[config.mk]
export PLATFORM = sky130hd
export DESIGN_NAME = mini_core
export DESIGN_NICKNAME = d
export VERILOG_FILES = /design/src/verilog/mini_core_pkg.sv /design/src/verilog/fwd_if.sv /design/src/verilog/regfile.sv /design/src/verilog/inst_decode.sv /design/src/verilog/fwd_hazard.sv /design/src/verilog/mul_fsm.sv /design/src/verilog/mini_core.sv
export SDC_FILE = /design/constraint.sdc
export NUM_CORES = 2
export LEC_CHECK = 0
export BUFFER_PORTS_ARGS = -buffer_cell sky130_fd_sc_hd__buf_2
export CAP_MARGIN = 0
export CELL_PAD_IN_SITES_DETAIL_PLACEMENT = 1
export CELL_PAD_IN_SITES_GLOBAL_PLACEMENT = 1
export CORE_MARGIN = 3
export CORE_UTILIZATION = 54
export CTS_CLUSTER_SIZE = 16
export DETAILED_ROUTE_END_ITERATION = 12
export PLACE_DENSITY_LB_ADDON = 0.1
export SYNTH_ARGS = -nofsm -noshare
export SYNTH_HDL_FRONTEND = slang
export SYNTH_SLANG_ARGS = --single-unit
[constraint.sdc]
create_clock -name clk -period 10 [get_ports clk]
set_input_delay 1.5 -clock clk [delete_from_list [all_inputs] [get_ports clk]]
set_output_delay 1.5 -clock clk [all_outputs]
set_load 0.01 [all_outputs]
[src/verilog/mini_core_pkg.sv]
package mini_core_pkg;

    // basic data types
    typedef logic [31:0] word_t;
    typedef logic [4:0]  reg_addr_t;

    localparam int NUM_REGS = 32;

    // MIPS32 primary opcodes
    localparam logic [5:0] OPC_SPECIAL = 6'h00;
    localparam logic [5:0] OPC_ADDIU   = 6'h09;
    localparam logic [5:0] OPC_LUI     = 6'h0f;

    // SPECIAL function codes
    localparam logic [5:0] FN_MFHI  = 6'h10;
    localparam logic [5:0] FN_MFLO  = 6'h12;
    localparam logic [5:0] FN_MULTU = 6'h19;
    localparam logic [5:0] FN_ADDU  = 6'h21;
    localparam logic [5:0] FN_SUBU  = 6'h23;
    localparam logic [5:0] FN_AND   = 6'h24;
    localparam logic [5:0] FN_OR    = 6'h25;
    localparam logic [5:0] FN_XOR   = 6'h26;
    localparam logic [5:0] FN_SLT   = 6'h2a;

    // busy cycles spent by one multiply
    localparam int MUL_CYCLES = 4;
    localparam int MUL_CNT_W  = $clog2(MUL_CYCLES + 1);

    // operations carried down the pipe
    typedef enum logic [3:0] {
        OP_NOP,
        OP_ADDU,
        OP_SUBU,
        OP_AND,
        OP_OR,
        OP_XOR,
        OP_SLT,
        OP_ADDIU,
        OP_LUI,
        OP_MULTU,
        OP_MFHI,
        OP_MFLO
    } op_t;

    // multiplier sequencing
    typedef enum logic [1:0] {
        MUL_IDLE,
        MUL_BUSY,
        MUL_DONE
    } mul_state_t;

endpackage

[src/verilog/fwd_if.sv]
`timescale 1ns/1ns

interface fwd_if import mini_core_pkg::*; ();

    // destination register of the stage
    reg_addr_t rdst;
    // stage writes rdst, already cleared for register 0
    logic      regwrite;
    // value headed for rdst
    word_t     data;
    // stage holds a real instruction
    logic      valid;

    modport src (
        output rdst, regwrite, data, valid
    );

    modport dst (
        input rdst, regwrite, data, valid
    );

endinterface

[src/verilog/regfile.sv]
`timescale 1ns/1ns

module regfile import mini_core_pkg::*; (
    input  logic      clk,
    input  logic      reset,
    input  reg_addr_t ra1,
    input  reg_addr_t ra2,
    input  reg_addr_t wa,
    input  logic      we,
    input  word_t     wd,
    output word_t     rd1,
    output word_t     rd2
);

    word_t regs [NUM_REGS];

    // register 0 never takes a write
    always_ff @(posedge clk) begin
        if (reset) begin
            for (int i = 0; i < NUM_REGS; i++) begin
                regs[i] <= '0;
            end
        end else if (we && (wa != '0)) begin
            regs[wa] <= wd;
        end
    end

    // asynchronous read, same-cycle writes come through forwarding
    assign rd1 = regs[ra1];
    assign rd2 = regs[ra2];

endmodule

[src/verilog/inst_decode.sv]
`timescale 1ns/1ns

module inst_decode import mini_core_pkg::*; (
    input  word_t     instr,
    output op_t       op,
    output reg_addr_t ra1,
    output reg_addr_t ra2,
    output reg_addr_t rdst,
    output logic      regwrite,
    output word_t     imm
);

    logic [5:0] opcode;
    logic [5:0] funct;

    assign opcode = instr[31:26];
    assign funct  = instr[5:0];

    // rs and rt are always read, unused reads are harmless
    assign ra1 = instr[25:21];
    assign ra2 = instr[20:16];

    always_comb begin
        op       = OP_NOP;
        rdst     = instr[15:11];
        regwrite = 1'b0;
        imm      = {{16{instr[15]}}, instr[15:0]};
        case (opcode)
            OPC_SPECIAL: begin
                case (funct)
                    FN_ADDU:  op = OP_ADDU;
                    FN_SUBU:  op = OP_SUBU;
                    FN_AND:   op = OP_AND;
                    FN_OR:    op = OP_OR;
                    FN_XOR:   op = OP_XOR;
                    FN_SLT:   op = OP_SLT;
                    FN_MULTU: op = OP_MULTU;
                    FN_MFHI:  op = OP_MFHI;
                    FN_MFLO:  op = OP_MFLO;
                    default:  op = OP_NOP;
                endcase
                // multu only updates hi/lo
                regwrite = (op != OP_NOP) && (op != OP_MULTU);
            end
            OPC_ADDIU: begin
                op       = OP_ADDIU;
                rdst     = instr[20:16];
                regwrite = 1'b1;
            end
            OPC_LUI: begin
                op       = OP_LUI;
                rdst     = instr[20:16];
                regwrite = 1'b1;
                imm      = {instr[15:0], 16'h0000};
            end
            default: begin
                op       = OP_NOP;
                regwrite = 1'b0;
            end
        endcase
    end

endmodule

[src/verilog/fwd_hazard.sv]
`timescale 1ns/1ns

module fwd_hazard import mini_core_pkg::*; (
    input  reg_addr_t ra1,
    input  reg_addr_t ra2,
    input  word_t     rd1,
    input  word_t     rd2,
    fwd_if.dst        fwd_e,
    fwd_if.dst        fwd_w,
    input  logic      mul_busy,
    output word_t     srca,
    output word_t     srcb,
    output logic      stall
);

    // youngest producer wins: E, then W, then the file
    function automatic word_t select_src(
        input reg_addr_t ra,
        input word_t     file_data
    );
        word_t result;
        result = file_data;
        if (ra == '0) begin
            result = '0;
        end else if (fwd_e.valid && fwd_e.regwrite && (fwd_e.rdst == ra)) begin
            result = fwd_e.data;
        end else if (fwd_w.valid && fwd_w.regwrite && (fwd_w.rdst == ra)) begin
            result = fwd_w.data;
        end
        return result;
    endfunction

    always_comb begin
        srca = select_src(ra1, rd1);
        srcb = select_src(ra2, rd2);
    end

    // only structural hazard is the multiplier
    // data hazards are all covered by forwarding
    assign stall = mul_busy;

endmodule

[src/verilog/mul_fsm.sv]
`timescale 1ns/1ns

module mul_fsm import mini_core_pkg::*; (
    input  logic  clk,
    input  logic  reset,
    input  logic  start,
    input  word_t a,
    input  word_t b,
    output logic  busy,
    output word_t hi,
    output word_t lo
);

    mul_state_t           state;
    mul_state_t           state_next;
    logic [MUL_CNT_W-1:0] count;
    word_t                a_q;
    word_t                b_q;
    logic [63:0]          product;

    // start only counts in idle, a multu still sitting in E during DONE is ignored
    assign busy = (state == MUL_BUSY) || ((state == MUL_IDLE) && start);

    // unsigned 64-bit product of the latched operands
    assign product = 64'(a_q) * 64'(b_q);

    always_comb begin
        state_next = state;
        case (state)
            MUL_IDLE: begin
                if (start) begin
                    state_next = MUL_BUSY;
                end
            end
            MUL_BUSY: begin
                if (count == MUL_CNT_W'(MUL_CYCLES - 1)) begin
                    state_next = MUL_DONE;
                end
            end
            MUL_DONE: begin
                state_next = MUL_IDLE;
            end
            default: begin
                state_next = MUL_IDLE;
            end
        endcase
    end

    always_ff @(posedge clk) begin
        if (reset) begin
            state <= MUL_IDLE;
            count <= '0;
        end else begin
            state <= state_next;
            if (state == MUL_BUSY) begin
                count <= count + MUL_CNT_W'(1);
            end else begin
                count <= '0;
            end
        end
    end

    // operand capture on the start cycle
    always_ff @(posedge clk) begin
        if ((state == MUL_IDLE) && start) begin
            a_q <= a;
            b_q <= b;
        end
    end

    // hi/lo land as the multu leaves E
    always_ff @(posedge clk) begin
        if (reset) begin
            hi <= '0;
            lo <= '0;
        end else if (state == MUL_DONE) begin
            hi <= product[63:32];
            lo <= product[31:0];
        end
    end

endmodule

[src/verilog/mini_core.sv]
`timescale 1ns/1ns

module mini_core import mini_core_pkg::*; (
    input  logic      clk,
    input  logic      reset,
    input  logic      instr_valid,
    input  word_t     instr,
    output logic      stall,
    output logic      wb_valid,
    output reg_addr_t wb_addr,
    output word_t     wb_data
);

    // decode stage
    logic      d_valid;
    word_t     d_instr;
    op_t       d_op;
    reg_addr_t d_ra1;
    reg_addr_t d_ra2;
    reg_addr_t d_rdst;
    logic      d_regwrite;
    word_t     d_imm;
    word_t     d_rd1;
    word_t     d_rd2;
    word_t     d_srca;
    word_t     d_srcb;

    // execute stage
    logic      e_valid;
    logic      e_regwrite;
    op_t       e_op;
    reg_addr_t e_rdst;
    word_t     e_srca;
    word_t     e_srcb;
    word_t     e_imm;
    word_t     e_result;

    // writeback stage
    logic      w_valid;
    logic      w_regwrite;
    reg_addr_t w_rdst;
    word_t     w_data;
    logic      w_write;

    logic      mul_start;
    logic      mul_busy;
    word_t     hi;
    word_t     lo;

    fwd_if fwd_e ();
    fwd_if fwd_w ();

    // accept on valid while not stalled, D holds under stall
    always_ff @(posedge clk) begin
        if (reset) begin
            d_valid <= 1'b0;
        end else if (!stall) begin
            d_valid <= instr_valid;
        end
    end

    always_ff @(posedge clk) begin
        if (!stall && instr_valid) begin
            d_instr <= instr;
        end
    end

    inst_decode u_decode (
        .instr    (d_instr),
        .op       (d_op),
        .ra1      (d_ra1),
        .ra2      (d_ra2),
        .rdst     (d_rdst),
        .regwrite (d_regwrite),
        .imm      (d_imm)
    );

    regfile u_regfile (
        .clk (clk),
        .reset (reset),
        .ra1 (d_ra1),
        .ra2 (d_ra2),
        .wa  (w_rdst),
        .we  (w_write),
        .wd  (w_data),
        .rd1 (d_rd1),
        .rd2 (d_rd2)
    );

    fwd_hazard u_fwd_hazard (
        .ra1      (d_ra1),
        .ra2      (d_ra2),
        .rd1      (d_rd1),
        .rd2      (d_rd2),
        .fwd_e    (fwd_e.dst),
        .fwd_w    (fwd_w.dst),
        .mul_busy (mul_busy),
        .srca     (d_srca),
        .srcb     (d_srcb),
        .stall    (stall)
    );

    // E holds on stall, bubbles in D turn into NOPs
    always_ff @(posedge clk) begin
        if (reset) begin
            e_valid    <= 1'b0;
            e_regwrite <= 1'b0;
            e_op       <= OP_NOP;
        end else if (!stall) begin
            e_valid    <= d_valid;
            e_regwrite <= d_valid && d_regwrite;
            e_op       <= d_valid ? d_op : OP_NOP;
        end
    end

    always_ff @(posedge clk) begin
        if (!stall) begin
            e_rdst <= d_rdst;
            e_srca <= d_srca;
            e_srcb <= d_srcb;
            e_imm  <= d_imm;
        end
    end

    always_comb begin
        case (e_op)
            OP_ADDU:  e_result = e_srca + e_srcb;
            OP_SUBU:  e_result = e_srca - e_srcb;
            OP_AND:   e_result = e_srca & e_srcb;
            OP_OR:    e_result = e_srca | e_srcb;
            OP_XOR:   e_result = e_srca ^ e_srcb;
            OP_SLT:   e_result = {31'b0, $signed(e_srca) < $signed(e_srcb)};
            OP_ADDIU: e_result = e_srca + e_imm;
            OP_LUI:   e_result = e_imm;
            OP_MFHI:  e_result = hi;
            OP_MFLO:  e_result = lo;
            default:  e_result = '0;
        endcase
    end

    // multiplier ignores start unless idle
    assign mul_start = e_valid && (e_op == OP_MULTU);

    mul_fsm u_mul_fsm (
        .clk   (clk),
        .reset (reset),
        .start (mul_start),
        .a     (e_srca),
        .b     (e_srcb),
        .busy  (mul_busy),
        .hi    (hi),
        .lo    (lo)
    );

    // W always advances, bubble while E is held
    always_ff @(posedge clk) begin
        if (reset) begin
            w_valid    <= 1'b0;
            w_regwrite <= 1'b0;
        end else begin
            w_valid    <= e_valid && !stall;
            w_regwrite <= e_regwrite && !stall;
        end
    end

    always_ff @(posedge clk) begin
        w_rdst <= e_rdst;
        w_data <= e_result;
    end

    assign fwd_e.rdst     = e_rdst;
    assign fwd_e.regwrite = e_regwrite && (e_rdst != '0);
    assign fwd_e.data     = e_result;
    assign fwd_e.valid    = e_valid;

    assign fwd_w.rdst     = w_rdst;
    assign fwd_w.regwrite = w_regwrite && (w_rdst != '0);
    assign fwd_w.data     = w_data;
    assign fwd_w.valid    = w_valid;

    assign w_write  = fwd_w.valid && fwd_w.regwrite;
    assign wb_valid = w_write;
    assign wb_addr  = w_rdst;
    assign wb_data  = w_data;

endmodule

==> results by group <==
Run status
  • Status: finished clean

Flow run
  • # Max-Cap Violations: 0

Routing
  • M1 wire length: 131,000 µm
  • DRC Markers: 0
  • Max Used Layer: met4
  • Routed Antenna Nets: 0
  • Starting DRT DRC Count: 7,904
  • Met3 WL: 29,400 µm
  • Final WL: 365,000 µm
  • DR vias/cell: 6.39
  • Routed vias: 72,700
  • Drt pass-1 iters: 6
  • WL/cell: 32.1 µm
  • DR WL met2: 181,000 µm

Logic synthesis
  • Cell variety after synth: 91
  • Yosys top cell by area: edfxtp_1
  • Yosys Warn Count: 0
  • Synth Flop Type: edfxtp_1
  • Top post-synthesis cells by area: edfxtp_1, fa_1, mux4_2, and2_1, ha_1
  • Sequential area share after synthesis: 0.371
  • Post-synth EDFFs: 1,221
  • Mapped Area: 106,000 µm²
  • Top cell type's share of synthesized area: 0.347
  • Post-synthesis register bit count: 1,346
  • Ys async rst share: 0
  • Average size of a mapped cell: 11.9 µm²
  • Mapped Cells: 8,865

Clock network
  • Worst skew pair latency: 0.82 ns
  • Clock slew at reported path FFs: 0.06 ns
  • Clock tree buffer depth: 3
  • CTS tree: done
  • Sink Count: 1,346
  • Post-CTS Repair Setup Buffers: 0
  • CTS H-tree lvls: 4
  • CTS root buffer: clkbuf_16
  • Total CTS buffers: 147
  • CTS Hold Buffers Added: 0
  • CTS resizes: 0

Timing
  • Final worst setup slack: 0.951 ns
  • Unrepaired setup endpoints after global routing: false
  • # setup viols final: 0
  • Final hold slack: 0.424 ns
  • Worst Skew: 0.0365 ns
  • Final Max Slew Viols: 0
  • Tcrit/Tclk final: 0.905
  • Relative slew slack: 0.134
  • Minimum clock period after layout: 9.05 ns
  • Setup TNS: 0 ns
  • Final hold vios: 0
  • Achievable clock frequency: 111 MHz
  • Worst-Margin Slew: 1.29 ns

Place
  • Placement Cell Area: 109,000 µm²
  • I/O Buffers: 73
  • Place WS: 0.981 ns
  • DP HPWL: 244,000 µm
  • GP Congestion: 0.975

Floorplanning
  • CORE AREA: 194,000 µm²
  • Starting density of the core: 0.546
  • Rows: 161
  • Die height: 448 µm
  • Chip width: 448 µm
  • DIE AREA: 201,000 µm²
  • I/O pin count: 74

Worst setup path
  • Critical path type: reg -> reg
  • Worst setup SP type: register
  • CP required: 10.65 ns
  • Critical path arrival: 9.70 ns
  • Crit. End Element: register
  • CP Max Fanout: 19

Final layout
  • NumNets Final: 9,975
  • Commonest cells after routing, fill and taps aside: and2_1, edfxtp_1, inv_1
  • Commonest non-fill, non-tap cell in the layout: and2_1
  • Area growth from synthesis to layout: 7.66%
  • Fraction of layout instances using a drive strength above 1: 0.150
  • Post-route cell area: 114,000 µm²

Power and ir drop
  • Clock power share: 0.375
  • Logic pwr share: 0.170
  • Total power: 0.0147 W
  • Cell Int Power: 0.0105 W
  • Maximum vdd drop: 0.000220 V
  • P per Cell Area: 129 nW/µm²
  • Switching power: 0.00416 W
  • Reg power frac: 0.455
  • Switching share of power: 0.283
  • Leakage power total: 46.6 nW

Global route
  • GR Util All Layers: 0.370
  • Grt ovf: 0
  • Initial antenna violation count: 14
  • Largest net degree at the start of global routing: 90
  • Vias in the first global route: 79,800
  • First-pass GRT wire length: 538,000 µm

Worst hold path
  • HP Class: reg -> reg
-- worst paths after layout --
check / from / to / slack [ns] / cells after the start
max reg2reg: u_mul_fsm.a_q[12]$_DFFE_PP_ / u_mul_fsm.hi[28]$_SDFFE_PP0N_ / 0.95 / 25
min: u_mul_fsm.count[0]$_SDFF_PP0_ / u_mul_fsm.count[0]$_SDFF_PP0_ / 0.42 / 1
min reg2reg: u_mul_fsm.count[0]$_SDFF_PP0_ / u_mul_fsm.count[0]$_SDFF_PP0_ / 0.42 / 1
max: u_mul_fsm.a_q[12]$_DFFE_PP_ / u_mul_fsm.hi[28]$_SDFFE_PP0N_ / 0.95 / 25
-- kinds of logic (layout without fill, tap and decap cells) --
logic type / after synthesis / in the layout / share of synthesized area
multiplexers: 786 / 786 / 0.151
flip-flops: 1346 / 1346 / 0.371
other: 1 / 43 / 0.0000355
adder cells (fa/ha/maj): 1290 / 1290 / 0.216
XOR/XNOR: 124 / 124 / 0.0103
AND/OR/NAND/NOR: 2831 / 2831 / 0.144
buffers and inverters: 1738 / 1613 / 0.0618
AO/OA/AOI/OAI: 749 / 749 / 0.0460
-- metrics by stage --
stage	util	instances
floorplan	-	8896
global placement	0.563	11100
detailed placement	0.563	11100
CTS	0.588	11400
global route	0.588	11400
finish	0.588	11400
-- sequential cells by signal (all words and copies together) (netlist names), 3 cells and up, named ones only --
name             flops
e_rdst               5
u_mul_fsm.a_q       32
u_mul_fsm.b_q       32
e_srca              32
e_srcb              32
wb_addr              5
wb_data             32
u_mul_fsm.count      3
e_op                 4
e_imm               32
u_regfile.regs    1024
u_mul_fsm.hi        32
u_mul_fsm.lo        32
d_instr             32
-- worst max-delay path, cell delays in order (launching register included) --
cell      delay (ns)
edfxtp_1        1.12
buf_4           0.32
and2_1          0.16
fa_1            0.44
fa_1            0.50
fa_1            0.53
inv_1           0.05
fa_1            0.49
inv_1           0.06
fa_1            0.48
fa_1            0.51
fa_1            0.51
inv_1           0.07
fa_1            0.48
inv_1           0.04
ha_1            0.32
a21o_1          0.19
a31o_2          0.24
o311ai_0        0.30
a31oi_1         0.15
o211ai_1        0.58
a31oi_1         0.31
a221oi_1        0.56
o21ai_0         0.22
xnor2_1         0.17
o21ai_0         0.08
-- area by class of cell --
class / count / area [µm²]
fillers: 19300 / 79800
clock inverters: 78 / 709
repair buffers: 290 / 2120
clock buffers: 192 / 4080
flip-flops and latches: 1346 / 39200
diodes: 11 / 27.5
multi-input cells: 5812 / 60500
inverters: 1053 / 3950
well taps: 2608 / 3260
-- synthesized netlist by cell type, types with 11 or more instances --
master and number:
and2_1 1581, nor2_1 241, a21o_1 51, o211ai_1 25, o31ai_1 12, or2_2 36
nand3_1 50, a21oi_1 234, nand2_1 734, dfxtp_1 125, a221oi_1 27, a31oi_1 26
nand4_1 25, nor2b_1 34, inv_1 1051, o21a_1 27, and3_1 16, xor2_1 38
xnor2_1 86, a222oi_1 21, nand2b_1 21, o21bai_1 29, edfxtp_1 1221, buf_1 74
o21ai_0 164, a22oi_1 22, clkbuf_1 604, a211oi_1 22, nor3_1 41, nor4_1 12
ha_1 392, o22ai_1 11, mux2i_1 98, fa_1 898, mux2_2 48, mux4_2 640
-- per-layer routing --
metal | vias up | GRT usage
met2 | 3727 | 0.623
li1 | 29700 | -
met4 | 0 | 0.207
met1 | 38400 | 0.454
met3 | 1017 | 0.0654
met5 | - | 0
-- power groups by stage --
stage / Combinational [W] / Clock [W] / Sequential (W)
after global placement: 0.00239 / 0 / 0.00676
after floorplan: 0.00175 / 0 / 0.00660
after CTS: 0.00246 / 0.00556 / 0.00668
after global routing: 0.00264 / 0.00578 / 0.00670
final: 0.00251 / 0.00551 / 0.00669
after detailed placement: 0.00244 / 0 / 0.00679
(Power assumes the default switching activity.)
